===== src/verilog/ctrl_pkg.sv =====
// control package: encodings of the decode stage control outputs
package ctrl_pkg;

  localparam int ALU_OP_W    = 5;
  localparam int ALU_B_SRC_W = 2;
  localparam int MEM_OP_W    = 3;
  localparam int BR_FUNC_W   = 3;

  typedef enum logic [ALU_OP_W-1:0] {
    ALU_ADD      = 5'd0,
    ALU_SUB      = 5'd1,
    ALU_SLT      = 5'd2,
    ALU_SLTU     = 5'd3,
    ALU_XOR      = 5'd4,
    ALU_AND      = 5'd5,
    ALU_OR       = 5'd6,
    ALU_SLL      = 5'd7,
    ALU_SRL      = 5'd8,
    ALU_SRA      = 5'd9,
    ALU_COPY_IMM = 5'd15,  // lui passes the immediate
    ALU_NONE     = 5'd31
  } alu_op_e;

  typedef enum logic [ALU_B_SRC_W-1:0] {
    B_RS2  = 2'd0,
    B_IMM  = 2'd1,
    B_FOUR = 2'd2  // return address pc + 4
  } alu_b_src_e;

  // stores use the signed codes
  typedef enum logic [MEM_OP_W-1:0] {
    MEM_B, MEM_BU, MEM_H, MEM_HU, MEM_W, MEM_WU, MEM_D, MEM_NONE
  } mem_op_e;

  typedef enum logic [BR_FUNC_W-1:0] {
    BR_JAL, BR_JALR, BR_BEQ, BR_BNE, BR_BLT, BR_BGE, BR_BLTU, BR_BGEU
  } br_func_e;

endpackage


===== src/verilog/isa_pkg.sv =====
// rv64i isa package: opcodes, funct fields, widths and decoded instruction codes
package isa_pkg;

  localparam int XLEN       = 64;
  localparam int REG_ADDR_W = 5;
  localparam int INST_W     = 32;
  localparam int OPCODE_W   = 7;
  localparam int FUNCT3_W   = 3;
  localparam int FUNCT7_W   = 7;

  typedef enum logic [OPCODE_W-1:0] {
    LOAD      = 7'b0000011,
    STORE     = 7'b0100011,
    OP_IMM    = 7'b0010011,
    OP_IMM_32 = 7'b0011011,
    OP        = 7'b0110011,
    OP_32     = 7'b0111011,
    LUI       = 7'b0110111,
    AUIPC     = 7'b0010111,
    JAL       = 7'b1101111,
    JALR      = 7'b1100111,
    BRANCH    = 7'b1100011
  } opcode_e;

  // alu group funct3
  localparam logic [FUNCT3_W-1:0] F3_ADD  = 3'b000;
  localparam logic [FUNCT3_W-1:0] F3_SLL  = 3'b001;
  localparam logic [FUNCT3_W-1:0] F3_SLT  = 3'b010;
  localparam logic [FUNCT3_W-1:0] F3_SLTU = 3'b011;
  localparam logic [FUNCT3_W-1:0] F3_XOR  = 3'b100;
  localparam logic [FUNCT3_W-1:0] F3_SR   = 3'b101;  // srl and sra
  localparam logic [FUNCT3_W-1:0] F3_OR   = 3'b110;
  localparam logic [FUNCT3_W-1:0] F3_AND  = 3'b111;

  // branch funct3
  localparam logic [FUNCT3_W-1:0] F3_BEQ  = 3'b000;
  localparam logic [FUNCT3_W-1:0] F3_BNE  = 3'b001;
  localparam logic [FUNCT3_W-1:0] F3_BLT  = 3'b100;
  localparam logic [FUNCT3_W-1:0] F3_BGE  = 3'b101;
  localparam logic [FUNCT3_W-1:0] F3_BLTU = 3'b110;
  localparam logic [FUNCT3_W-1:0] F3_BGEU = 3'b111;

  // load/store size funct3
  localparam logic [FUNCT3_W-1:0] F3_B  = 3'b000;
  localparam logic [FUNCT3_W-1:0] F3_H  = 3'b001;
  localparam logic [FUNCT3_W-1:0] F3_W  = 3'b010;
  localparam logic [FUNCT3_W-1:0] F3_D  = 3'b011;
  localparam logic [FUNCT3_W-1:0] F3_BU = 3'b100;
  localparam logic [FUNCT3_W-1:0] F3_HU = 3'b101;
  localparam logic [FUNCT3_W-1:0] F3_WU = 3'b110;

  localparam logic [FUNCT7_W-1:0] F7_BASE = 7'b0000000;
  localparam logic [FUNCT7_W-1:0] F7_ALT  = 7'b0100000;  // sub and arithmetic shifts

  typedef enum logic [5:0] {
    OP_LUI, OP_AUIPC, OP_JAL, OP_JALR,
    OP_BEQ, OP_BNE, OP_BLT, OP_BGE, OP_BLTU, OP_BGEU,
    OP_LB, OP_LH, OP_LW, OP_LD, OP_LBU, OP_LHU, OP_LWU,
    OP_SB, OP_SH, OP_SW, OP_SD,
    OP_ADDI, OP_SLTI, OP_SLTIU, OP_XORI, OP_ORI, OP_ANDI, OP_SLLI, OP_SRLI, OP_SRAI,
    OP_ADD, OP_SUB, OP_SLL, OP_SLT, OP_SLTU, OP_XOR, OP_SRL, OP_SRA, OP_OR, OP_AND,
    OP_ADDIW, OP_SLLIW, OP_SRLIW, OP_SRAIW,
    OP_ADDW, OP_SUBW, OP_SLLW, OP_SRLW, OP_SRAW,
    OP_NONE, OP_INVALID
  } inst_op_e;

endpackage

===== src/verilog/decode_if.sv =====
// decode interface: decoded instruction from decoder to immediate and control generators
`timescale 1ns/1ps

interface decode_if;
  import isa_pkg::*;

  inst_op_e              op;
  logic [REG_ADDR_W-1:0] rd;
  logic [REG_ADDR_W-1:0] rs1;
  logic [REG_ADDR_W-1:0] rs2;
  logic [INST_W-1:0]     inst;  // raw word, immediate bits

  modport src  (output op, rd, rs1, rs2, inst);
  modport imm  (input op, inst);
  modport ctrl (input op, rs1);

endinterface


===== src/verilog/ctrl_gen.sv =====
// control generator: alu, memory, branch and write-enable controls from the decoded op
`timescale 1ns/1ps

module ctrl_gen (
  decode_if.ctrl               dec,
  output logic                 o_alu_a_pc,
  output ctrl_pkg::alu_b_src_e o_alu_b_src,
  output ctrl_pkg::alu_op_e    o_alu_op,
  output logic                 o_word_cut,
  output logic                 o_reg_wr,
  output logic                 o_mem_rd,
  output logic                 o_mem_wr,
  output ctrl_pkg::mem_op_e    o_mem_op,
  output logic                 o_br_en,
  output ctrl_pkg::br_func_e   o_br_func
);
  import isa_pkg::*;
  import ctrl_pkg::*;

  logic is_load;
  logic is_store;
  logic is_branch;
  logic is_jump;
  logic is_imm_alu;
  logic is_kept;

  assign is_load    = dec.op inside {OP_LB, OP_LH, OP_LW, OP_LD, OP_LBU, OP_LHU, OP_LWU};
  assign is_store   = dec.op inside {OP_SB, OP_SH, OP_SW, OP_SD};
  assign is_branch  = dec.op inside {OP_BEQ, OP_BNE, OP_BLT, OP_BGE, OP_BLTU, OP_BGEU};
  assign is_jump    = dec.op inside {OP_JAL, OP_JALR};
  assign is_imm_alu = dec.op inside {OP_ADDI, OP_SLTI, OP_SLTIU, OP_XORI, OP_ORI, OP_ANDI,
                                     OP_SLLI, OP_SRLI, OP_SRAI,
                                     OP_ADDIW, OP_SLLIW, OP_SRLIW, OP_SRAIW};
  assign is_kept    = !(dec.op inside {OP_NONE, OP_INVALID});

  assign o_reg_wr    = is_kept && !is_store && !is_branch;
  assign o_alu_a_pc  = is_jump || (dec.op == OP_AUIPC);
  assign o_alu_b_src = is_jump ? B_FOUR :
                       (is_load || is_store || is_imm_alu ||
                        dec.op inside {OP_LUI, OP_AUIPC}) ? B_IMM : B_RS2;
  assign o_word_cut  = dec.op inside {OP_ADDIW, OP_SLLIW, OP_SRLIW, OP_SRAIW,
                                      OP_ADDW, OP_SUBW, OP_SLLW, OP_SRLW, OP_SRAW};
  assign o_mem_rd    = is_load;
  assign o_mem_wr    = is_store;
  assign o_br_en     = is_branch || is_jump;

  always_comb begin
    case (dec.op)
      OP_LUI:                                  o_alu_op = ALU_COPY_IMM;
      OP_AUIPC, OP_JAL, OP_JALR,
      OP_ADDI, OP_ADD, OP_ADDIW, OP_ADDW:      o_alu_op = ALU_ADD;
      OP_SUB, OP_SUBW:                         o_alu_op = ALU_SUB;
      OP_SLT, OP_SLTI:                         o_alu_op = ALU_SLT;
      OP_SLTU, OP_SLTIU:                       o_alu_op = ALU_SLTU;
      OP_XOR, OP_XORI:                         o_alu_op = ALU_XOR;
      OP_AND, OP_ANDI:                         o_alu_op = ALU_AND;
      OP_OR, OP_ORI:                           o_alu_op = ALU_OR;
      OP_SLL, OP_SLLI, OP_SLLW, OP_SLLIW:      o_alu_op = ALU_SLL;
      OP_SRL, OP_SRLI, OP_SRLW, OP_SRLIW:      o_alu_op = ALU_SRL;
      OP_SRA, OP_SRAI, OP_SRAW, OP_SRAIW:      o_alu_op = ALU_SRA;
      default: o_alu_op = (is_load || is_store) ? ALU_ADD : ALU_NONE;  // address calc
    endcase
  end

  always_comb begin
    case (dec.op)
      OP_LB, OP_SB: o_mem_op = MEM_B;
      OP_LBU:       o_mem_op = MEM_BU;
      OP_LH, OP_SH: o_mem_op = MEM_H;
      OP_LHU:       o_mem_op = MEM_HU;
      OP_LW, OP_SW: o_mem_op = MEM_W;
      OP_LWU:       o_mem_op = MEM_WU;
      OP_LD, OP_SD: o_mem_op = MEM_D;
      default:      o_mem_op = MEM_NONE;
    endcase
  end

  always_comb begin
    case (dec.op)
      OP_JALR: o_br_func = BR_JALR;
      OP_BEQ:  o_br_func = BR_BEQ;
      OP_BNE:  o_br_func = BR_BNE;
      OP_BLT:  o_br_func = BR_BLT;
      OP_BGE:  o_br_func = BR_BGE;
      OP_BLTU: o_br_func = BR_BLTU;
      OP_BGEU: o_br_func = BR_BGEU;
      default: o_br_func = BR_JAL;  // jal, or don't care when br_en low
    endcase
  end

endmodule


===== src/flat_wrapper.sv =====
// flat-port wrapper written by rule: the top's interface ports become plain ports
module ctrl_gen_flat import isa_pkg::*; import ctrl_pkg::*;
  (o_alu_a_pc, o_alu_b_src, o_alu_op, o_word_cut, o_reg_wr, o_mem_rd, o_mem_wr, o_mem_op, o_br_en, o_br_func, dec_op, dec_rs1);
  decode_if dec_i ();
  output logic o_alu_a_pc;
  output ctrl_pkg::alu_b_src_e o_alu_b_src;
  output ctrl_pkg::alu_op_e o_alu_op;
  output logic o_word_cut;
  output logic o_reg_wr;
  output logic o_mem_rd;
  output logic o_mem_wr;
  output ctrl_pkg::mem_op_e o_mem_op;
  output logic o_br_en;
  output ctrl_pkg::br_func_e o_br_func;
  input wire logic [$bits(dec_i.op)-1:0] dec_op;
  input wire logic [$bits(dec_i.rs1)-1:0] dec_rs1;
  assign dec_i.op = dec_op;
  assign dec_i.rs1 = dec_rs1;
  ctrl_gen u_core (.dec(dec_i), .o_alu_a_pc(o_alu_a_pc), .o_alu_b_src(o_alu_b_src), .o_alu_op(o_alu_op), .o_word_cut(o_word_cut), .o_reg_wr(o_reg_wr), .o_mem_rd(o_mem_rd), .o_mem_wr(o_mem_wr), .o_mem_op(o_mem_op), .o_br_en(o_br_en), .o_br_func(o_br_func));
endmodule

===== config.mk =====
export PLATFORM = sky130hd
export DESIGN_NAME = ctrl_gen_flat
export DESIGN_NICKNAME = d
export VERILOG_FILES = /design/src/verilog/ctrl_pkg.sv /design/src/verilog/isa_pkg.sv /design/src/verilog/decode_if.sv /design/src/verilog/ctrl_gen.sv /design/src/flat_wrapper.sv
export SDC_FILE = /design/constraint.sdc
export NUM_CORES = 1
export LEC_CHECK = 0
export BUFFER_PORTS_ARGS = -buffer_cell sky130_fd_sc_hd__buf_2
export CORE_MARGIN = 2
export CORE_UTILIZATION = 30
export DETAILED_ROUTE_END_ITERATION = 6
export MAX_ROUTING_LAYER = met4
export PLACE_DENSITY = 0.52
export SLEW_MARGIN = 20
export SYNTH_ARGS = -nofsm -noshare
export SYNTH_HDL_FRONTEND = slang
export SYNTH_SLANG_ARGS = --single-unit

===== constraint.sdc =====
create_clock -name vclk -period 2.3
set_input_delay 0.46 -clock vclk [all_inputs]
set_output_delay 0.46 -clock vclk [all_outputs]
set_load 0.005 [all_outputs]

==> metrics.yaml <==
status: "finished with violations"
violations: "setup timing"
overflow: 0
syn_avg_cell_area_sq_um: 7.463
crit_fanout: 3
slew_viol_final: 0
max_stage_delay_ps: 370
synthDistinctLibCells: 55
synth_top_area_share_pct: 8.206
drc: 0
crit_type: "in -> out"
slowest_stage: "a2111oi_4"
antenna_cells_inserted: 0
rows: 21
cp_data_arrival_time_ps: 2040
power.density_nw_per_um2: 183.0
path_cells: "buf_12 -> inv_8 -> buf_6 -> ha_4 -> or2b_4 -> mux2i_4 -> a2111oi_4 -> nand4b_1 -> nand4bb_1 -> buf_2"
antenna_found_initial: 0
fin_ws_ps: -201.4
pin_count: 30
min_path_type: "in -> out"
clkbuf_count: 0
synthToLayoutAreaGrowth_pct: 80.89
num-nets-final: 239
place_hpwl_um: 2689
drt-pass1-iter-count: 4
fin_cells: 265
period_share_pct: 108.8
period_needed_ps: 2501
yosysSeqAreaShare_pct: 0
core_sq_um: 3390
slew_headroom_pct: 70.98
worstPathRequired_ps: 1840
wirelength_um: 4095
viasPerCell: 5.464
rsz0062_at_grt: "true"
initial_core_util_pct: 31.49
ant_nets: 0
max-vdd-ir-drop_mv: 0.07729
start_kind: "input port"
finalPower_mw: 0.3534
clock.fmax_mhz: 399.8
synthesis.area_sq_um: 1067
synth_top_area_cell: "ha_1"
worst_pin_slew_ps: 424.4
die-width_um: 63.65
track_usage_pct: 20.02
globalplace.congestion: 0.8780
layout-drive-gt1-share_pct: 60.73
finish.utilization_pct: 56.96
hold_viol: 0
grt_start_max_net_pins: 21
dp_cells: 251
end_kind: "output port"
register_area_sq_um: 0
first_global_vias: 1405
synth_warnings: 0
wl_per_cell_um: 15.45
setup_violations: 9
grt_pass1_wl_um: 6472
dr_total_vias: 1448
die_area_sq_um: 4051
syn_nets: 161
syn_inst: 143
max_cap_violations: 0
p_leak_nw: 0.8077
numPortBuffers: 25
synth_area_leaders: "ha_1, nand4b_1, a21oi_1"
die_y_um: 63.65
drt-initial-drc-count: 52
design.seq.count: 0
## metal layers
layer	track usage, %	routed length [um]
met4	4.076	51
met3	0.3571	128
met1	23.66	1767
met5	-	0
met2	37.76	2148
## final timing paths
| kind | end | slack, ps | startpoint | depth (start not counted) |
|---|---|---|---|---|
| setup / recovery | o_alu_op[0] | -200 | dec_op[1] | 10 |
| hold / removal | o_mem_op[1] | 1370 | dec_op[0] | 5 |
## cell type report
cell class	count	area (sq um)
fillers	275	1459
multi-input cells	123	1140
repair buffers	92	700.7
well taps	46	57.56
inverters	4	32.53
## cell usage in the layout, fill, tap and decap left out, types with 2 or more instances in the layout
cell,n
nand2_1,3
a32oi_2,2
a21oi_1,11
o31ai_1,3
nor4_4,2
nor2b_1,2
ha_1,2
nor3_1,6
xor2_1,2
o21ai_0,4
buf_2,20
nand2b_1,4
buf_4,62
nor2_1,9
o21ai_1,2
or2_2,3
buf_6,6
nor3_4,2
nand4bb_1,4
nand3b_1,4
nand2b_4,3
ha_4,5
a211oi_2,4
nand4b_1,8
nor3b_1,3
buf_12,3
## logic make-up (layout without fill, tap and decap cells)
kind of cell | after synthesis | in the layout | synth area share, %
compound gates | 43 | 43 | 29.31
xor+xnor | 2 | 2 | 1.642
fa+ha+maj | 7 | 7 | 8.206
buf+inv | 20 | 96 | 13.48
mux | 1 | 1 | 0.9379
simple gates | 70 | 70 | 46.43
## through the flow
stage	TNS, ps	instance area [sq um]	hold WS, ps	setup slack, ps
floorplan	0	1067	1043	16.84
global placement	-2867	1519	1355	-311.8
detailed placement	-3218	1519	1369	-355.3
CTS	-805.4	1800	1369	-170.6
global route	-1627	1931	1391	-259.9
finish	-980.9	1931	1374	-201.4
## synthesized netlist by cell type (2+ instances only)
library cell  number
a21oi_1           12
nand3b_1           4
nand2b_1           6
a211oi_1           4
nor4_1             2
o31ai_1            3
buf_4              3
nor3_1             8
and2b_1            2
or3_1              2
nand2_1            3
a21boi_0           2
nand4bb_1          5
clkbuf_1           4
inv_1              3
nor2b_1            2
o21ai_0            6
nand4b_1           8
xor2_1             2
nor3b_1            3
ha_1               7
a32oi_1            2
nor2_1            10
buf_2              3
or2_2              3
buf_6              5
## power breakdown
part	internal, mW	leakage, nW	switching, mW
clock	0	0	0
sequential	0	0	0
combinational	0.185	0.808	0.168
## what timing repair did
action / 4_1_cts / 5_1_grt
endpoints found under the setup margin: 12 / 13
resized for setup: 46 / 21
pin swaps: 12 / 8
hold buffers: 0 / 0
hold endpoints to repair: 0 / 0
setup buffers: 9 / 5
## critical path: cells and delay by family
family                   cells  cell delay (ps)
AND/OR/NAND/NOR              3              580
multiplexers                 1               70
buffers and inverters        4              390
AO/OA/AOI/OAI                1              370
adder cells (fa/ha/maj)      1              170
Note: power is estimated with default switching activity, not from simulation.
