File: config.mk
export PLATFORM = sky130hd
export DESIGN_NAME = imm_gen_flat
export DESIGN_NICKNAME = d
export VERILOG_FILES = /design/src/verilog/isa_pkg.sv /design/src/verilog/decode_if.sv /design/src/verilog/imm_gen.sv /design/src/flat_wrapper.sv
export SDC_FILE = /design/constraint.sdc
export NUM_CORES = 1
export LEC_CHECK = 0
export BUFFER_PORTS_ARGS = -buffer_cell sky130_fd_sc_hd__buf_2
export CAP_MARGIN = 20
export CORE_MARGIN = 4
export CORE_UTILIZATION = 30
export DETAILED_ROUTE_END_ITERATION = 6
export PLACE_DENSITY = 0.77
export SETUP_SLACK_MARGIN = 0.5
export SLEW_MARGIN = 20
export SYNTH_ARGS = -nofsm -noshare
export SYNTH_HDL_FRONTEND = slang
export SYNTH_SLANG_ARGS = --single-unit
File: constraint.sdc
create_clock -name vclk -period 2.8
set_clock_uncertainty 0.15 [all_clocks]
set_input_delay 0.42 -clock vclk [all_inputs]
set_output_delay 0.42 -clock vclk [all_outputs]
set_load 0.03 [all_outputs]
File: src/verilog/isa_pkg.sv
// rv64i isa package: opcodes, funct fields, widths and decoded instruction codes
package isa_pkg;

  localparam int XLEN       = 64;
  localparam int REG_ADDR_W = 5;
  localparam int INST_W     = 32;
  localparam int OPCODE_W   = 7;
  localparam int FUNCT3_W   = 3;
  localparam int FUNCT7_W   = 7;

  typedef enum logic [OPCODE_W-1:0] {
    LOAD      = 7'b0000011,
    STORE     = 7'b0100011,
    OP_IMM    = 7'b0010011,
    OP_IMM_32 = 7'b0011011,
    OP        = 7'b0110011,
    OP_32     = 7'b0111011,
    LUI       = 7'b0110111,
    AUIPC     = 7'b0010111,
    JAL       = 7'b1101111,
    JALR      = 7'b1100111,
    BRANCH    = 7'b1100011
  } opcode_e;

  // alu group funct3
  localparam logic [FUNCT3_W-1:0] F3_ADD  = 3'b000;
  localparam logic [FUNCT3_W-1:0] F3_SLL  = 3'b001;
  localparam logic [FUNCT3_W-1:0] F3_SLT  = 3'b010;
  localparam logic [FUNCT3_W-1:0] F3_SLTU = 3'b011;
  localparam logic [FUNCT3_W-1:0] F3_XOR  = 3'b100;
  localparam logic [FUNCT3_W-1:0] F3_SR   = 3'b101;  // srl and sra
  localparam logic [FUNCT3_W-1:0] F3_OR   = 3'b110;
  localparam logic [FUNCT3_W-1:0] F3_AND  = 3'b111;

  // branch funct3
  localparam logic [FUNCT3_W-1:0] F3_BEQ  = 3'b000;
  localparam logic [FUNCT3_W-1:0] F3_BNE  = 3'b001;
  localparam logic [FUNCT3_W-1:0] F3_BLT  = 3'b100;
  localparam logic [FUNCT3_W-1:0] F3_BGE  = 3'b101;
  localparam logic [FUNCT3_W-1:0] F3_BLTU = 3'b110;
  localparam logic [FUNCT3_W-1:0] F3_BGEU = 3'b111;

  // load/store size funct3
  localparam logic [FUNCT3_W-1:0] F3_B  = 3'b000;
  localparam logic [FUNCT3_W-1:0] F3_H  = 3'b001;
  localparam logic [FUNCT3_W-1:0] F3_W  = 3'b010;
  localparam logic [FUNCT3_W-1:0] F3_D  = 3'b011;
  localparam logic [FUNCT3_W-1:0] F3_BU = 3'b100;
  localparam logic [FUNCT3_W-1:0] F3_HU = 3'b101;
  localparam logic [FUNCT3_W-1:0] F3_WU = 3'b110;

  localparam logic [FUNCT7_W-1:0] F7_BASE = 7'b0000000;
  localparam logic [FUNCT7_W-1:0] F7_ALT  = 7'b0100000;  // sub and arithmetic shifts

  typedef enum logic [5:0] {
    OP_LUI, OP_AUIPC, OP_JAL, OP_JALR,
    OP_BEQ, OP_BNE, OP_BLT, OP_BGE, OP_BLTU, OP_BGEU,
    OP_LB, OP_LH, OP_LW, OP_LD, OP_LBU, OP_LHU, OP_LWU,
    OP_SB, OP_SH, OP_SW, OP_SD,
    OP_ADDI, OP_SLTI, OP_SLTIU, OP_XORI, OP_ORI, OP_ANDI, OP_SLLI, OP_SRLI, OP_SRAI,
    OP_ADD, OP_SUB, OP_SLL, OP_SLT, OP_SLTU, OP_XOR, OP_SRL, OP_SRA, OP_OR, OP_AND,
    OP_ADDIW, OP_SLLIW, OP_SRLIW, OP_SRAIW,
    OP_ADDW, OP_SUBW, OP_SLLW, OP_SRLW, OP_SRAW,
    OP_NONE, OP_INVALID
  } inst_op_e;

endpackage
File: src/verilog/decode_if.sv
// decode interface: decoded instruction from decoder to immediate and control generators
`timescale 1ns/1ps

interface decode_if;
  import isa_pkg::*;

  inst_op_e              op;
  logic [REG_ADDR_W-1:0] rd;
  logic [REG_ADDR_W-1:0] rs1;
  logic [REG_ADDR_W-1:0] rs2;
  logic [INST_W-1:0]     inst;  // raw word, immediate bits

  modport src  (output op, rd, rs1, rs2, inst);
  modport imm  (input op, inst);
  modport ctrl (input op, rs1);

endinterface

File: src/verilog/imm_gen.sv
// immediate generator: sign-extended 64-bit immediate for i, u, s, b and j formats
`timescale 1ns/1ps

module imm_gen (
  decode_if.imm                    dec,
  output logic [isa_pkg::XLEN-1:0] o_imm
);
  import isa_pkg::*;

  typedef enum logic [2:0] {FMT_NONE, FMT_I, FMT_U, FMT_S, FMT_B, FMT_J} imm_fmt_e;

  imm_fmt_e          fmt;
  logic [INST_W-1:0] w;

  assign w = dec.inst;

  always_comb begin
    if (dec.op inside {OP_LB, OP_LH, OP_LW, OP_LD, OP_LBU, OP_LHU, OP_LWU, OP_JALR,
                       OP_ADDI, OP_SLTI, OP_SLTIU, OP_XORI, OP_ORI, OP_ANDI,
                       OP_SLLI, OP_SRLI, OP_SRAI,
                       OP_ADDIW, OP_SLLIW, OP_SRLIW, OP_SRAIW})
      fmt = FMT_I;
    else if (dec.op inside {OP_LUI, OP_AUIPC}) fmt = FMT_U;
    else if (dec.op inside {OP_SB, OP_SH, OP_SW, OP_SD}) fmt = FMT_S;
    else if (dec.op inside {OP_BEQ, OP_BNE, OP_BLT, OP_BGE, OP_BLTU, OP_BGEU}) fmt = FMT_B;
    else if (dec.op == OP_JAL) fmt = FMT_J;
    else fmt = FMT_NONE;  // r-type, none, invalid
  end

  always_comb begin
    case (fmt)
      FMT_I:   o_imm = {{(XLEN-12){w[31]}}, w[31:20]};
      FMT_U:   o_imm = {{(XLEN-32){w[31]}}, w[31:12], 12'b0};
      FMT_S:   o_imm = {{(XLEN-12){w[31]}}, w[31:25], w[11:7]};
      FMT_B:   o_imm = {{(XLEN-12){w[31]}}, w[7], w[30:25], w[11:8], 1'b0};
      FMT_J:   o_imm = {{(XLEN-20){w[31]}}, w[19:12], w[20], w[30:21], 1'b0};
      default: o_imm = '0;
    endcase
  end

endmodule

File: src/flat_wrapper.sv
// flat-port wrapper written by rule: the top's interface ports become plain ports
module imm_gen_flat import isa_pkg::*;
  (o_imm, dec_op, dec_inst);
  decode_if dec_i ();
  output logic [isa_pkg::XLEN-1:0] o_imm;
  input wire logic [$bits(dec_i.op)-1:0] dec_op;
  input wire logic [$bits(dec_i.inst)-1:0] dec_inst;
  assign dec_i.op = dec_op;
  assign dec_i.inst = dec_inst;
  imm_gen u_core (.dec(dec_i), .o_imm(o_imm));
endmodule
==> impl_metrics.csv, run 1 <==
group,metric,value,unit
timing,fin_crit,2.24,ns
timing,relSlewSlack,78.0,%
layout,area_delta_synth_final,33.2,%
logic_synthesis,synth_top_area_share,29.0,%
grt,antenna_found_initial,0,
timing,finalHoldViolCount,0,
floorplanning,fp.coreArea,2850,um^2
logic_synthesis,synth_seq_area_share,0,%
logic_synthesis,synth_most_common_cell,"buf_4",
critical_path,crit_path_end_kind,"output port",
detailed_routing,ant_nets,0,
power_and_ir_drop,p_per_area,282,nW/um^2
timing,min_period_over_period,79.8,%
critical_path,cp.required,2.23,ns
placement,dp_hpwl,2300,um
floorplanning,dieArea,4060,um^2
timing,finalSetupTns,0,ns
detailed_routing,wl_per_cell,12.6,um
grt,grt_pass1_vias,940,
grt,grt-ovfl-total,0,
grt,grt_pass1_wl,4290,um
hold_path,hold_path_class,"in -> out",
logic_synthesis,syn_avg_cell_area,6.70,um^2
logic_synthesis,synthTopCellsByCount,"buf_4, nand2_1, nand3_1, a21o_1",
timing,whs,1.03,ns
floorplanning,initial_utilization,32.6,%
critical_path,arrival,1.67,ns
critical_path,cp_max_fo,16,
detailed_routing,wl,2910,um
job,cap_viol_max_count,0,
detailed_routing,detail_route.first_pass.iterations,4,
logic_synthesis,synth_top_area_cell,"buf_4",
floorplanning,boundaryPins,102,
critical_path,crit_type,"in -> out",
floorplanning,fp.dieW,63.7,um
timing,fmax,0.447,GHz
logic_synthesis,synth.top_cells.by_area,"buf_4, a21o_1, nand3_1",
power_and_ir_drop,leakage,0.777,nW
critical_path,start_kind,"input port",
floorplanning,die_h,63.7,um
placement,gp_congestion,0.795,
power_and_ir_drop,finalPower,0.349,mW
logic_synthesis,synth.distinct_cells,35,
logic_synthesis,ys_warn_count,0,
layout,n_antenna_cell,0,
logic_synthesis,syn_nets,177,
layout,drive_above_1_share,58.5,%
timing,tightest_slew,0.330,ns
grt,grt.total_usage,12.1,%
hold_path,whs_path_depth,3,
timing,setup_viol,0,
detailed_routing,num_vias,1154,
detailed_routing,route.detailed.drc,0,
logic_synthesis,syn_area,931,um^2
timing,grt_setup_unrepaired,"true",
detailed_routing,vias_per_cell,5.00,
layout,seq_cells,0,
layout,final_nets,240,
logic_synthesis,netlist_instances,139,
layout,seqCellArea,0,um^2
layout,n_clock_buffer,0,
detailed_routing,dr.first_iter.drc_count,25,
outcome,status,"complete, no violations",
power_and_ir_drop,vdd_drop_max,0.0785,mV
placement,io_buffers,95,
timing,finalMaxSlewViolations,0,
floorplanning,std_cell_rows,19,
grt,grt_max_degree,34,
per-stage QoR:
stage	util [%]	cells	cell area, um^2	setup slack (ns)
6_report	43.5	231	1240	0.564
5_1_grt	43.5	231	1240	0.463
4_1_cts	42.0	230	1200	0.508
3_5_place_dp	40.9	227	1170	0.309
3_3_place_gp	40.9	227	1170	0.306
2_1_floorplan	-	139	932	0.523
worst max-delay path, stage by stage:
cell     delay, ns
buf_2         0.21
nor2_1        0.26
nand3_1       0.18
a21oi_4       0.24
a21o_1        0.15
buf_2         0.20
layer usage:
metal	wire length (um)	global-route usage, %	vias up
li1	-	-	588
met1	1210	15.2	510
met2	1460	22.8	54
met3	218	0.888	2
met4	25	1.62	0
met5	0	0	-
cells in the final DEF, fill, tap and decap left out, types with 2 or more instances in the layout:
cell / n
a21o_1: 9
a21oi_1: 6
a22o_1: 4
and2_1: 6
and3_1: 2
and3_2: 2
buf_2: 90
buf_4: 8
clkbuf_4: 3
nand2_1: 14
nand2b_1: 3
nand3_1: 13
nand4_1: 3
nor2_1: 5
nor3_1: 2
o211ai_1: 3
o21ai_0: 4
o21ai_1: 3
worst paths after layout:
path                    end          from  slack [ns]
setup / recovery  o_imm[18]     dec_op[5]        0.56
hold / removal    o_imm[14]  dec_inst[14]        1.03
repair_timing:
item                                    CTS  global route
hold buffers                              0             0
resized for setup                         4            12
endpoints found under the setup margin   63            63
setup buffers                             3             0
cloned                                    0             1
pin swaps                                 3             2
power by group:
part | switching [mW] | internal (mW)
registers | 0 | 0
logic | 0.241 | 0.108
clock network | 0 | 0
total | 0.241 | 0.108
cells by family (layout without fill, tap and decap cells):
group	after synthesis	after routing	synth area share, %
AO/OA/AOI/OAI	37	37	30.0
XOR/XNOR	1	1	0.941
buffers and inverters	44	104	33.6
multiplexers	1	1	1.21
AND/OR/NAND/NOR	56	57	34.3
layout make-up:
| cell class | count | area, um^2 |
|---|---|---|
| tap | 31 | 38.8 |
| inverter | 3 | 13.8 |
| timing repair buffer | 101 | 533 |
| fill | 295 | 1610 |
| multi-input combinational | 96 | 654 |
(Power assumes the default switching activity.)
==> run 2: changes to the inputs <==
Settings changed: ABC_AREA set to 1, PLACE_DENSITY 0.77 to 0.71.
Clock period 2.8 ns to 1.86 ns, I/O delays scaled along.
==> run 2 against run 1 <==
Against the previous run: the run now ends with negative setup slack left; die area increased by 37%; routed wire length rose by 63%; synthesized cell count rose by 98%; sequential share of layout area did not move; cell area is 110% higher; combinational power rose to 3.0 times the previous value; non-clock buffer count is 29 higher; worst setup slack worse by 0.57 ns; total power grew to 3.0 times the previous value; via count is 71% higher; clock-buffer cell count unchanged; critical path type unchanged; highest routed layer unchanged.
==> impl_metrics.csv, run 2 <==
group,metric,value,unit
layout,instances_no_fill,409,
floorplanning,std_cell_rows,23,
layout,seqCellArea,0,um^2
layout,layout_common_cells,"nand2_1, buf_6, buf_2",
critical_path,crit_path_end_kind,"output port",
layout,fin_util,62.3,%
grt,grt-ovfl-total,0,
critical_path,crit_top_cell,"nor2_4",
grt,grt.total_usage,15.9,%
critical_path,cp.required,1.43,ns
floorplanning,fp.dieW,74.6,um
floorplanning,initial_utilization,32.1,%
critical_path,crit_type,"in -> out",
logic_synthesis,synth.distinct_cells,20,
placement,gp_congestion,0.794,
critical_path,start_kind,"input port",
critical_path,cp_max_fo,8,
logic_synthesis,synth.top_cells.by_area,"nand2_1, buf_4, nor2_1",
layout,seq_cells,0,
job,cap_viol_max_count,0,
grt,grt_pass1_vias,1649,
layout,fin_area,2580,um^2
logic_synthesis,ys_warn_count,0,
timing,setup_viol,18,
critical_path,slowest_stage,"nor2_4",
floorplanning,boundaryPins,102,
timing,layout_setup_ws,-0.00527,ns
outcome,status,"finished, violations left",
power_and_ir_drop,vdd_drop_max,0.183,mV
layout,n_clock_buffer,0,
power_and_ir_drop,p_per_area,402,nW/um^2
detailed_routing,route.detailed.drc,0,
logic_synthesis,syn_avg_cell_area,4.84,um^2
power_and_ir_drop,leakage,1.53,nW
floorplanning,fp.coreArea,4140,um^2
layout,n_antenna_cell,0,
detailed_routing,detail_route.first_pass.iterations,4,
hold_path,hold_path_class,"in -> out",
logic_synthesis,synth_most_common_cell,"nand2_1",
critical_path,arrival,1.44,ns
layout,drive_above_1_share,54.9,%
logic_synthesis,syn_nets,313,
placement,dp_hpwl,3430,um
floorplanning,dieArea,5570,um^2
timing,fin_crit,1.87,ns
timing,whs,0.797,ns
logic_synthesis,syn_area,1330,um^2
layout,num-fill-cells,370,
logic_synthesis,synth_top_area_share,29.6,%
timing,finalHoldViolCount,0,
logic_synthesis,synthTopCellsByCount,"nand2_1, nor2_1, buf_4, nand3_1, nand4_1",
detailed_routing,ant_nets,0,
grt,antenna_found_initial,0,
critical_path,cp_slowest_stage_delay,0.16,ns
placement,io_buffers,95,
detailed_routing,num_vias,1971,
timing,min_period_over_period,100,%
placement,dpl_cell_area,1920,um^2
timing,grt_setup_unrepaired,"true",
timing,tightest_slew,0.261,ns
layout,final_nets,399,
detailed_routing,vias_per_cell,4.82,
clock_tree,ctsHoldBuffers,0,
layout,final_common_cell,"nand2_1",
layout,area_delta_synth_final,94.1,%
placement,place_inst,398,
grt,grt_pass1_wl,7360,um
detailed_routing,wl,4760,um
placement,pre_cts_ws,-0.103,ns
detailed_routing,dr.first_iter.drc_count,60,
logic_synthesis,synth_seq_area_share,0,%
grt,grt_max_degree,14,
critical_path,worstPathCellList,"buf_4 -> nor2_4 -> nand2_2 -> nor2_4 -> nand2_2 -> nand2_4 -> nor2_4 -> buf_12 -> nand2_8 -> buf_6",
timing,finalMaxSlewViolations,0,
outcome,violations,"negative setup slack",
logic_synthesis,netlist_instances,275,
timing,fmax,0.536,GHz
logic_synthesis,synth_top_area_cell,"nand2_1",
detailed_routing,wl_per_cell,11.6,um
timing,relSlewSlack,82.6,%
floorplanning,die_h,74.6,um
[run 2: changes by cell type in the layout (fill, tap and decap cells not counted), moves of 12 or more]
cell	before	now
nor2_1	5	26
inv_1	1	14
nand2_2	0	26
buf_2	90	30
buf_4	8	26
nand4_1	3	20
buf_6	0	62
nand2_1	14	74
nor2_4	1	13
[run 2: power by group]
part | total [mW] | internal [mW] | switching, mW
Combinational | 1.04 | 0.428 | 0.610
Clock | 0 | 0 | 0
Sequential | 0 | 0 | 0
[run 2: cell families (layout without fill, tap and decap cells)]
kind of cell | count (synthesis) | count (layout) | synth area share, %
AO/OA/AOI/OAI | 3 | 3 | 1.13
buffers and inverters | 66 | 147 | 30.6
AND/OR/NAND/NOR | 206 | 209 | 68.2
[run 2: what timing repair did]
action / in CTS / in global routing
gates cloned: 3 / 0
endpoints found under the setup margin: 64 / 64
gates resized for setup: 134 / 37
pin swaps: 19 / 22
buffers inserted: 6 / 2
[run 2: layer usage]
metal  part of all wire, %  wire [um]  vias up  GRT usage [%]
li1                      -          -     1015              -
met1                    41       1960      867           21.3
met2                    50       2370       87           28.9
met3                   8.5        403        2           1.20
met4                  0.40         19        0           1.38
met5                     0          0        -              0
[run 2: cell type report]
type / instances / area, um^2 / area share, %
tap: 50 / 62.6 / 2.42
inverter: 17 / 63.8 / 2.47
multi-input combinational: 212 / 1230 / 47.7
timing repair buffer: 130 / 1220 / 47.4
[run 2: path summary, 6_finish.rpt]
kind          from        end  slack, ns  cells past startpoint
max      dec_op[4]  o_imm[54]     -0.005                     10
min   dec_inst[23]   o_imm[3]       0.80                      4
[run 2: worst max-delay path, delay by kind of cell]
| kind | cells | cell delay (ns) |
|---|---|---|
| buffers and inverters | 3 | 0.41 |
| AND/OR/NAND/NOR | 7 | 0.73 |
[run 2: stage by stage]
stage / power [mW] / setup TNS (ns)
after floorplan: 0.689 / 0
after global placement: 0.774 / -3.60
after detailed placement: 0.779 / -4.75
after CTS: 0.999 / 0
after global routing: 1.10 / -4.08
final: 1.04 / -0.0703
