<file path="src/verilog/isa_pkg.sv">
// rv64i isa package: opcodes, funct fields, widths and decoded instruction codes
package isa_pkg;

  localparam int XLEN       = 64;
  localparam int REG_ADDR_W = 5;
  localparam int INST_W     = 32;
  localparam int OPCODE_W   = 7;
  localparam int FUNCT3_W   = 3;
  localparam int FUNCT7_W   = 7;

  typedef enum logic [OPCODE_W-1:0] {
    LOAD      = 7'b0000011,
    STORE     = 7'b0100011,
    OP_IMM    = 7'b0010011,
    OP_IMM_32 = 7'b0011011,
    OP        = 7'b0110011,
    OP_32     = 7'b0111011,
    LUI       = 7'b0110111,
    AUIPC     = 7'b0010111,
    JAL       = 7'b1101111,
    JALR      = 7'b1100111,
    BRANCH    = 7'b1100011
  } opcode_e;

  // alu group funct3
  localparam logic [FUNCT3_W-1:0] F3_ADD  = 3'b000;
  localparam logic [FUNCT3_W-1:0] F3_SLL  = 3'b001;
  localparam logic [FUNCT3_W-1:0] F3_SLT  = 3'b010;
  localparam logic [FUNCT3_W-1:0] F3_SLTU = 3'b011;
  localparam logic [FUNCT3_W-1:0] F3_XOR  = 3'b100;
  localparam logic [FUNCT3_W-1:0] F3_SR   = 3'b101;  // srl and sra
  localparam logic [FUNCT3_W-1:0] F3_OR   = 3'b110;
  localparam logic [FUNCT3_W-1:0] F3_AND  = 3'b111;

  // branch funct3
  localparam logic [FUNCT3_W-1:0] F3_BEQ  = 3'b000;
  localparam logic [FUNCT3_W-1:0] F3_BNE  = 3'b001;
  localparam logic [FUNCT3_W-1:0] F3_BLT  = 3'b100;
  localparam logic [FUNCT3_W-1:0] F3_BGE  = 3'b101;
  localparam logic [FUNCT3_W-1:0] F3_BLTU = 3'b110;
  localparam logic [FUNCT3_W-1:0] F3_BGEU = 3'b111;

  // load/store size funct3
  localparam logic [FUNCT3_W-1:0] F3_B  = 3'b000;
  localparam logic [FUNCT3_W-1:0] F3_H  = 3'b001;
  localparam logic [FUNCT3_W-1:0] F3_W  = 3'b010;
  localparam logic [FUNCT3_W-1:0] F3_D  = 3'b011;
  localparam logic [FUNCT3_W-1:0] F3_BU = 3'b100;
  localparam logic [FUNCT3_W-1:0] F3_HU = 3'b101;
  localparam logic [FUNCT3_W-1:0] F3_WU = 3'b110;

  localparam logic [FUNCT7_W-1:0] F7_BASE = 7'b0000000;
  localparam logic [FUNCT7_W-1:0] F7_ALT  = 7'b0100000;  // sub and arithmetic shifts

  typedef enum logic [5:0] {
    OP_LUI, OP_AUIPC, OP_JAL, OP_JALR,
    OP_BEQ, OP_BNE, OP_BLT, OP_BGE, OP_BLTU, OP_BGEU,
    OP_LB, OP_LH, OP_LW, OP_LD, OP_LBU, OP_LHU, OP_LWU,
    OP_SB, OP_SH, OP_SW, OP_SD,
    OP_ADDI, OP_SLTI, OP_SLTIU, OP_XORI, OP_ORI, OP_ANDI, OP_SLLI, OP_SRLI, OP_SRAI,
    OP_ADD, OP_SUB, OP_SLL, OP_SLT, OP_SLTU, OP_XOR, OP_SRL, OP_SRA, OP_OR, OP_AND,
    OP_ADDIW, OP_SLLIW, OP_SRLIW, OP_SRAIW,
    OP_ADDW, OP_SUBW, OP_SLLW, OP_SRLW, OP_SRAW,
    OP_NONE, OP_INVALID
  } inst_op_e;

endpackage
</file>
<file path="src/verilog/decode_if.sv">
// decode interface: decoded instruction from decoder to immediate and control generators
`timescale 1ns/1ps

interface decode_if;
  import isa_pkg::*;

  inst_op_e              op;
  logic [REG_ADDR_W-1:0] rd;
  logic [REG_ADDR_W-1:0] rs1;
  logic [REG_ADDR_W-1:0] rs2;
  logic [INST_W-1:0]     inst;  // raw word, immediate bits

  modport src  (output op, rd, rs1, rs2, inst);
  modport imm  (input op, inst);
  modport ctrl (input op, rs1);

endinterface

</file>
<file path="src/verilog/inst_decoder.sv">
// instruction decoder: matches opcode and funct fields of an rv64i word to one instruction
`timescale 1ns/1ps

module inst_decoder (
  input  logic [isa_pkg::INST_W-1:0] i_inst,
  input  logic                       i_inst_valid,
  decode_if.src                      dec,
  output logic                       o_invalid
);
  import isa_pkg::*;

  logic [INST_W-1:0]   inst_g;
  logic [OPCODE_W-1:0] opcode;
  logic [FUNCT3_W-1:0] funct3;
  logic [FUNCT7_W-1:0] funct7;
  logic                f7_base;
  logic                f7_alt;
  logic                sh_base;
  logic                sh_alt;
  inst_op_e            op;

  assign inst_g = i_inst_valid ? i_inst : '0;  // idle slot reads as zero
  assign opcode = inst_g[6:0];
  assign funct3 = inst_g[14:12];
  assign funct7 = inst_g[31:25];

  assign f7_base = (funct7 == F7_BASE);
  assign f7_alt  = (funct7 == F7_ALT);
  assign sh_base = (funct7[6:1] == F7_BASE[6:1]);  // 6-bit shamt, bit 25 free
  assign sh_alt  = (funct7[6:1] == F7_ALT[6:1]);

  always_comb begin
    op = OP_INVALID;
    case (opcode)
      LUI:   op = OP_LUI;
      AUIPC: op = OP_AUIPC;
      JAL:   op = OP_JAL;
      JALR:  if (funct3 == F3_ADD) op = OP_JALR;
      BRANCH: case (funct3)
        F3_BEQ:  op = OP_BEQ;
        F3_BNE:  op = OP_BNE;
        F3_BLT:  op = OP_BLT;
        F3_BGE:  op = OP_BGE;
        F3_BLTU: op = OP_BLTU;
        F3_BGEU: op = OP_BGEU;
        default: ;
      endcase
      LOAD: case (funct3)
        F3_B:  op = OP_LB;
        F3_H:  op = OP_LH;
        F3_W:  op = OP_LW;
        F3_D:  op = OP_LD;
        F3_BU: op = OP_LBU;
        F3_HU: op = OP_LHU;
        F3_WU: op = OP_LWU;
        default: ;
      endcase
      STORE: case (funct3)
        F3_B: op = OP_SB;
        F3_H: op = OP_SH;
        F3_W: op = OP_SW;
        F3_D: op = OP_SD;
        default: ;
      endcase
      OP_IMM: case (funct3)
        F3_ADD:  op = OP_ADDI;
        F3_SLT:  op = OP_SLTI;
        F3_SLTU: op = OP_SLTIU;
        F3_XOR:  op = OP_XORI;
        F3_OR:   op = OP_ORI;
        F3_AND:  op = OP_ANDI;
        F3_SLL:  if (sh_base) op = OP_SLLI;
        F3_SR: begin
          if (sh_base) op = OP_SRLI;
          else if (sh_alt) op = OP_SRAI;
        end
        default: ;
      endcase
      OP_IMM_32: case (funct3)
        F3_ADD: op = OP_ADDIW;
        F3_SLL: if (f7_base) op = OP_SLLIW;
        F3_SR: begin
          if (f7_base) op = OP_SRLIW;
          else if (f7_alt) op = OP_SRAIW;
        end
        default: ;
      endcase
      OP: case (funct3)
        F3_ADD: begin
          if (f7_base) op = OP_ADD;
          else if (f7_alt) op = OP_SUB;
        end
        F3_SLL:  if (f7_base) op = OP_SLL;
        F3_SLT:  if (f7_base) op = OP_SLT;
        F3_SLTU: if (f7_base) op = OP_SLTU;
        F3_XOR:  if (f7_base) op = OP_XOR;
        F3_SR: begin
          if (f7_base) op = OP_SRL;
          else if (f7_alt) op = OP_SRA;
        end
        F3_OR:   if (f7_base) op = OP_OR;
        F3_AND:  if (f7_base) op = OP_AND;
        default: ;
      endcase
      OP_32: case (funct3)
        F3_ADD: begin
          if (f7_base) op = OP_ADDW;
          else if (f7_alt) op = OP_SUBW;
        end
        F3_SLL: if (f7_base) op = OP_SLLW;
        F3_SR: begin
          if (f7_base) op = OP_SRLW;
          else if (f7_alt) op = OP_SRAW;
        end
        default: ;
      endcase
      default: ;
    endcase
    if (inst_g == '0) op = OP_NONE;
  end

  assign dec.op   = op;
  assign dec.rd   = inst_g[11:7];
  assign dec.rs1  = inst_g[19:15];
  assign dec.rs2  = inst_g[24:20];
  assign dec.inst = inst_g;

  assign o_invalid = (op == OP_INVALID);  // zero word is OP_NONE, never invalid

endmodule

</file>
<file path="src/flat_wrapper.sv">
// flat-port wrapper written by rule: the top's interface ports become plain ports
module inst_decoder_flat import isa_pkg::*;
  (i_inst, i_inst_valid, o_invalid, dec_op, dec_rd, dec_rs1, dec_rs2, dec_inst);
  decode_if dec_i ();
  input  logic [isa_pkg::INST_W-1:0] i_inst;
  input  logic i_inst_valid;
  output logic o_invalid;
  output wire logic [$bits(dec_i.op)-1:0] dec_op;
  output wire logic [$bits(dec_i.rd)-1:0] dec_rd;
  output wire logic [$bits(dec_i.rs1)-1:0] dec_rs1;
  output wire logic [$bits(dec_i.rs2)-1:0] dec_rs2;
  output wire logic [$bits(dec_i.inst)-1:0] dec_inst;
  assign dec_op = dec_i.op;
  assign dec_rd = dec_i.rd;
  assign dec_rs1 = dec_i.rs1;
  assign dec_rs2 = dec_i.rs2;
  assign dec_inst = dec_i.inst;
  inst_decoder u_core (.i_inst(i_inst), .i_inst_valid(i_inst_valid), .dec(dec_i), .o_invalid(o_invalid));
endmodule
</file>
<file path="config.mk">
export PLATFORM = sky130hd
export DESIGN_NAME = inst_decoder_flat
export DESIGN_NICKNAME = d
export VERILOG_FILES = /design/src/verilog/isa_pkg.sv /design/src/verilog/decode_if.sv /design/src/verilog/inst_decoder.sv /design/src/flat_wrapper.sv
export SDC_FILE = /design/constraint.sdc
export NUM_CORES = 1
export LEC_CHECK = 0
export ABC_AREA = 1
export BUFFER_PORTS_ARGS = -buffer_cell sky130_fd_sc_hd__buf_2
export CAP_MARGIN = 15
export CORE_MARGIN = 4
export CORE_UTILIZATION = 50
export DETAILED_ROUTE_END_ITERATION = 8
export GPL_TIMING_DRIVEN = 0
export PLACE_DENSITY = 0.91
export SETUP_SLACK_MARGIN = 0.2
export SYNTH_ARGS = -nofsm -noshare
export SYNTH_HDL_FRONTEND = slang
export SYNTH_SLANG_ARGS = --single-unit
export TNS_END_PERCENT = 100
</file>
<file path="constraint.sdc">
create_clock -name vclk -period 4.8
set_clock_uncertainty 0.1 [all_clocks]
set_input_delay 0.48 -clock vclk [all_inputs]
set_output_delay 0.48 -clock vclk [all_outputs]
set_load 0.02 [all_outputs]
</file>
==> qor.yml, run 1 <==
outcome: "complete, no violations"
post_route_cells_drive_above_1_share: 0.384
first_global_vias: 1860
core-area_um2: 2730
synthesis.yosys.warnings: 0
crit_path_cell_trace: "buf_6 > buf_8 > nand3_4 > nor3_1 > nand3_1 > o21ai_0 > nand3b_1 > nor2_1 > nand2_2 > nand2_1 > nor2_1 > buf_2"
hold_slack_ns: 1.19
syn_inst_count: 287
design.die.area_um2: 3770
irDropWorstVdd_mv: 0.0894
static-leakage-power_nw: 1.33
synth_cell_type_count: 29
postSynthAreaPerCell_um2: 4.97
period_needed_ns: 2.69
timing.critical_path.slowest_stage_cell: "sky130_fd_sc_hd__nor3_1"
finalPower_w: 0.000163
critical-path-max-stage-delay_ns: 0.42
routabilityCongestion: 0.995
grtUsageTotal: 0.260
layout_commonest_cell: "sky130_fd_sc_hd__buf_2"
critical_path.endpoint_type: "output port"
setup_crit_path_kind: "primary input to output port"
worstSetupPathDepth: 12
worstHoldPathType: "primary input to output port"
seq_area_um2: 0
grt_first_pass_wirelength_um: 7690
timing.fmax_ghz: 0.371
wirelength_um: 4840
most_frequent_cells_in_the_layout: "sky130_fd_sc_hd__buf_2 (85), sky130_fd_sc_hd__nand2_1 (84), sky130_fd_sc_hd__inv_1 (44)"
number_of_nets_in_the_layout: 407
worstMarginPinSlew_ns: 0.520
grt_antenna_before_repair: 0
place.port_buffers: 85
dr_vias: 2038
cp_data_required_time_ns: 4.22
hpwlAfterDp_um: 4240
setup_viol: 0
seq_cell_count: 0
drt_iter0_drc: 132
netlist_area_um2: 1430
vertical_extent_of_the_die_um: 61.4
worstPathMaxFanout: 10
top_level_ports: 87
clock_buffers: 0
initial_core_util: 0.522
synthesis_to_layout_area_growth_pct: 32.5
path_common_cell: "sky130_fd_sc_hd__nor2_1"
route.antenna.remaining_nets: 0
maxCapViolations: 0
grt_max_degree: 11
powerDensity_nw_per_um2: 86.0
route.detailed.vias_per_inst: 5.06
crit_path_end: "o_invalid"
setup.worst_path.start_class: "primary input"
grt-ovfl-total: 0
cpLargestDelayFamily: "simple AND/OR/NAND/NOR gates"
mappedNetlistNets: 320
hold_viol_final: 0
setup_tns_ns: 0
slew_headroom: 0.651
avgRoutedWirePerCell_um: 12.0
post_cts.resized_instances: 0
rows: 19
post-cts-setup-buffer-count: 0
first_pass_iters: 4
arrival_ns: 2.11
slew_viol_final: 0
floorplan.die.width_um: 61.4
rsz0062_at_grt: "false"
seq_area_frac_synth: 0
post-route-drc-count: 0
holdBufCountCts: 0
worstPathBufferInverterCount: 3
timing.final.crit_share: 0.561
worst_setup_path_startpoint: "i_inst_valid"
insertedDiodeCount: 0
==> power breakdown <==
group / internal, W / leakage (nW) / total, W / switching [W]
combinational: 0.0000574 / 1.33 / 0.000163 / 0.000105
sequential: 0 / 0 / 0 / 0
clock: 0 / 0 / 0 / 0
==> per-stage QoR <==
step           std cells  instance area (um2)  setup slack (ns)   util
2_1_floorplan        287                 1430              2.20      -
3_3_place_gp         403                 1890              2.18  0.692
3_5_place_dp         403                 1890              2.17  0.692
4_1_cts              403                 1890              2.16  0.692
5_1_grt              403                 1890              2.00  0.692
6_report             403                 1890              2.11  0.692
==> layout make-up <==
| type | count | area [um2] |
|---|---|---|
| tap | 31 | 38.8 |
| fill | 260 | 843 |
| timing repair buffer | 85 | 425 |
| multi-input combinational | 211 | 1040 |
| inverter | 55 | 206 |
| buffer | 21 | 176 |
==> per-layer routing <==
metal,GRT usage,up-vias,wire [um]
met1,0.304,885,1900
li1,-,1054,-
met4,0.0848,0,170
met3,0.0440,19,334
met5,0,-,0
met2,0.476,80,2430
==> cells in the mapped netlist <==
cell                       number  area (um2)
sky130_fd_sc_hd__buf_4         15         113
sky130_fd_sc_hd__nand2_2       10        62.6
sky130_fd_sc_hd__o22ai_1        1        6.26
sky130_fd_sc_hd__nand4_1        7        43.8
sky130_fd_sc_hd__o21ai_0        9        45.0
sky130_fd_sc_hd__nand3b_1       2        15.0
sky130_fd_sc_hd__o21ai_1        1        5.00
sky130_fd_sc_hd__nor2_1        36         135
sky130_fd_sc_hd__nand2_1       84         315
sky130_fd_sc_hd__nand2_4        3        33.8
sky130_fd_sc_hd__a32oi_1        1        8.76
sky130_fd_sc_hd__o31ai_1        1        7.51
sky130_fd_sc_hd__buf_8          1        15.0
sky130_fd_sc_hd__nor2_2         3        18.8
sky130_fd_sc_hd__inv_1         44         165
sky130_fd_sc_hd__a21oi_1        3        15.0
sky130_fd_sc_hd__nor3_2         4        40.0
sky130_fd_sc_hd__nor3_1         4        20.0
sky130_fd_sc_hd__inv_2         10        37.5
sky130_fd_sc_hd__nor2_4         3        33.8
sky130_fd_sc_hd__clkinv_1       1        3.75
sky130_fd_sc_hd__o211ai_1       2        15.0
sky130_fd_sc_hd__buf_6          4        45.0
sky130_fd_sc_hd__nand3_2        4        40.0
sky130_fd_sc_hd__clkbuf_1       1        3.75
sky130_fd_sc_hd__nand3_4        1        17.5
sky130_fd_sc_hd__nor3b_1        1        7.51
sky130_fd_sc_hd__a21boi_0       1        7.51
sky130_fd_sc_hd__nand3_1       30         150
==> worst min-delay path by stage <==
stage	cells past startpoint	from	slack, ns	to
after global routing	4	i_inst[27]	1.21	dec_inst[27]
final	4	i_inst[27]	1.19	dec_inst[27]
after floorplan	2	i_inst[0]	0.97	dec_inst[0]
after CTS	4	i_inst[27]	1.19	dec_inst[27]
after detailed placement	4	i_inst[27]	1.19	dec_inst[27]
after global placement	4	i_inst[27]	1.18	dec_inst[27]
==> tightest hold or removal path, cell delays in order <==
cell	delay [ns]
sky130_fd_sc_hd__buf_2	0.07
sky130_fd_sc_hd__nand2_1	0.05
sky130_fd_sc_hd__inv_1	0.05
sky130_fd_sc_hd__buf_2	0.15
==> cell families (layout without fill, tap and decap cells) <==
logic type | after synthesis | count (layout) | synth area share
buffers and inverters | 76 | 161 | 0.268
and+or+nand+nor | 192 | 192 | 0.654
AOI/OAI and AO/OA | 19 | 19 | 0.0772
Power figures use the tool's default switching activity.
==> run 2, diff against run 1 <==
CORE_UTILIZATION = 46   (was 50)
PLACE_DENSITY = 0.85   (was 0.91)
clock period = 2.5 ns   (was 4.8 ns; I/O delays follow)
==> run 2 against run 1 <==
Net effect:
- routed wire length fell by 1.4%
- via count up 1.1%
- worst hold slack lost 0.46 ns
- clock-buffer cell count stayed put
- core utilization fell by 0.69 points
- cell count up 0.50%
- global-route usage is 3.0 points lower
- die area grew 7.5%
- critical endpoint unchanged
- highest routed layer unchanged
==> qor.yml, run 2 (synthesis gave the netlist of run 1 again) <==
setup_viol: 0  # unchanged
route.antenna.remaining_nets: 0  # unchanged
static-leakage-power_nw: 1.36  # +2.0%
initial_core_util: 0.500  # -0.0217
grtUsageTotal: 0.229  # -0.0305
placed_cell_area_um2: 1890  # unchanged
irDropWorstVdd_mv: 0.140  # +56%
first_global_vias: 1880  # +1.1%
hpwlAfterDp_um: 4110  # -3.0%
rsz0062_at_grt: "false"
place.port_buffers: 85  # unchanged
cellInternalPower_w: 0.000114  # +98%
utilization: 0.685  # -0.00688
drt_iter0_drc: 170  # +29%
slew_headroom: 0.791  # +0.140
synthesis_to_layout_area_growth_pct: 36.9
grt_antenna_before_repair: 0  # unchanged
core-area_um2: 2850  # +4.3%
floorplan.die.width_um: 63.7  # +3.7%
powerDensity_nw_per_um2: 163  # +90%
layout_commonest_cell: "sky130_fd_sc_hd__buf_2"
holdBufCountCts: 0  # unchanged
timing.fmax_ghz: 0.471
setup_crit_path_kind: "primary input to output port"
grt-ovfl-total: 0  # unchanged
post_route_cells_drive_above_1_share: 0.417  # +0.0327
grt_max_degree: 11  # unchanged
period_needed_ns: 2.12
grt_first_pass_wirelength_um: 7900  # +2.8%
route.detailed.vias_per_inst: 5.09  # +0.63%
outcome: "complete, no violations"
power.sequential.fraction: 0  # unchanged
routabilityCongestion: 0.979  # -1.6%
insertedDiodeCount: 0  # unchanged
design.die.area_um2: 4060  # +7.5%
vertical_extent_of_the_die_um: 63.7  # +3.7%
worstPathMaxFanout: 10  # unchanged
layout.cell_area.non_filler_um2: 1950  # +3.3%
multiInputGateArea_um2: 1090  # +4.2%
most_frequent_cells_in_the_layout: "sky130_fd_sc_hd__buf_2 (84), sky130_fd_sc_hd__nand2_1 (82), sky130_fd_sc_hd__inv_1 (43)"
switching_power_w: 0.000205  # +95%
dr_vias: 2061  # +1.1%
post-route-drc-count: 0  # unchanged
netSwitchingFraction: 0.643  # -0.00406
setup.worst_path.start_class: "primary input"
clock_buffers: 0  # unchanged
slew_viol_final: 0  # unchanged
top_level_ports: 87  # unchanged
p_comb_frac: 1.000  # about the same
critical_path.endpoint_type: "output port"
nFillCells: 293  # +13%
first_pass_iters: 4  # unchanged
finalPower_w: 0.000319  # +96%
timing.final.crit_share: 0.848
setup_tns_ns: 0  # unchanged
seq_area_um2: 0  # unchanged
seq_cell_count: 0  # unchanged
worstMarginPinSlew_ns: 0.313  # -0.207 ns
rows: 19  # unchanged
wirelength_um: 4770  # -1.4%
number_of_nets_in_the_layout: 409  # +0.49%
maxCapViolations: 0  # unchanged
hold_slack_ns: 0.723  # -0.462 ns
p_clk_frac: 0  # unchanged
worstHoldPathType: "primary input to output port"
avgRoutedWirePerCell_um: 11.8  # -1.9%
cp_data_required_time_ns: 2.15  # -2.07 ns
arrival_ns: 1.77  # -0.34 ns
hold_viol_final: 0  # unchanged
==> run 2: cell count changes in the layout (fill, tap and decap cells not counted), moves of 2 or more <==
| cell | change |
|---|---|
| sky130_fd_sc_hd__nor2_1 | -5 |
| sky130_fd_sc_hd__buf_4 | +3 |
| sky130_fd_sc_hd__nor2_2 | +3 |
| sky130_fd_sc_hd__nand2_1 | -2 |
| sky130_fd_sc_hd__nand2_2 | +2 |
| sky130_fd_sc_hd__nor2_4 | +2 |
| sky130_fd_sc_hd__nor3_1 | -2 |
==> run 2: cell type report <==
type / count / share of cell area
inverters: 55 / 0.106
multi-input cells: 211 / 0.557
plain buffers: 21 / 0.0910
well taps: 31 / 0.0199
repair buffers: 87 / 0.227
==> run 2: worst paths after layout <==
path	startpoint	endpoint	slack (ns)	cells after the start
hold / removal	i_inst[26]	dec_inst[26]	0.72	4
setup / recovery	i_inst_valid	o_invalid	0.38	14
==> run 2: through the flow <==
stage / setup slack [ns] / cells
finish: 0.379 / 405
global route: 0.201 / 405
CTS: 0.307 / 403
detailed placement: 0.313 / 403
global placement: 0.332 / 403
floorplan: 0.364 / 287
==> run 2: routing by layer <==
metal	share of wire	GRT usage	vias to the layer above
met2	0.49	0.403	101
met1	0.40	0.291	888
li1	-	-	1058
met3	0.088	0.0320	14
met5	0	0	-
met4	0.021	0.0566	0
==> run 2: repair_timing <==
item,in CTS,in global routing
gates resized for setup,0,17
setup buffers,0,2
hold endpoints to repair,0,0
setup endpoints to repair,0,3
==> run 2: critical path, cell delays in order <==
cell and delay [ns]:
sky130_fd_sc_hd__buf_6 0.12, sky130_fd_sc_hd__buf_8 0.17, sky130_fd_sc_hd__nand3_4 0.11, sky130_fd_sc_hd__nor2_4 0.14
sky130_fd_sc_hd__buf_6 0.15, sky130_fd_sc_hd__nand3_1 0.11, sky130_fd_sc_hd__nor2_1 0.10, sky130_fd_sc_hd__nand2_1 0.08
sky130_fd_sc_hd__nand2_1 0.06, sky130_fd_sc_hd__inv_1 0.04, sky130_fd_sc_hd__nand3_1 0.07, sky130_fd_sc_hd__nand4_1 0.11
sky130_fd_sc_hd__nor2_1 0.11, sky130_fd_sc_hd__buf_4 0.14
==> run 2: power by group through the flow <==
| stage | clock network [W] | logic, W | registers, W |
|---|---|---|---|
| finish | 0 | 0.000319 | 0 |
| global placement | 0 | 0.000307 | 0 |
| detailed placement | 0 | 0.000309 | 0 |
| CTS | 0 | 0.000310 | 0 |
| floorplan | 0 | 0.000211 | 0 |
| global route | 0 | 0.000351 | 0 |
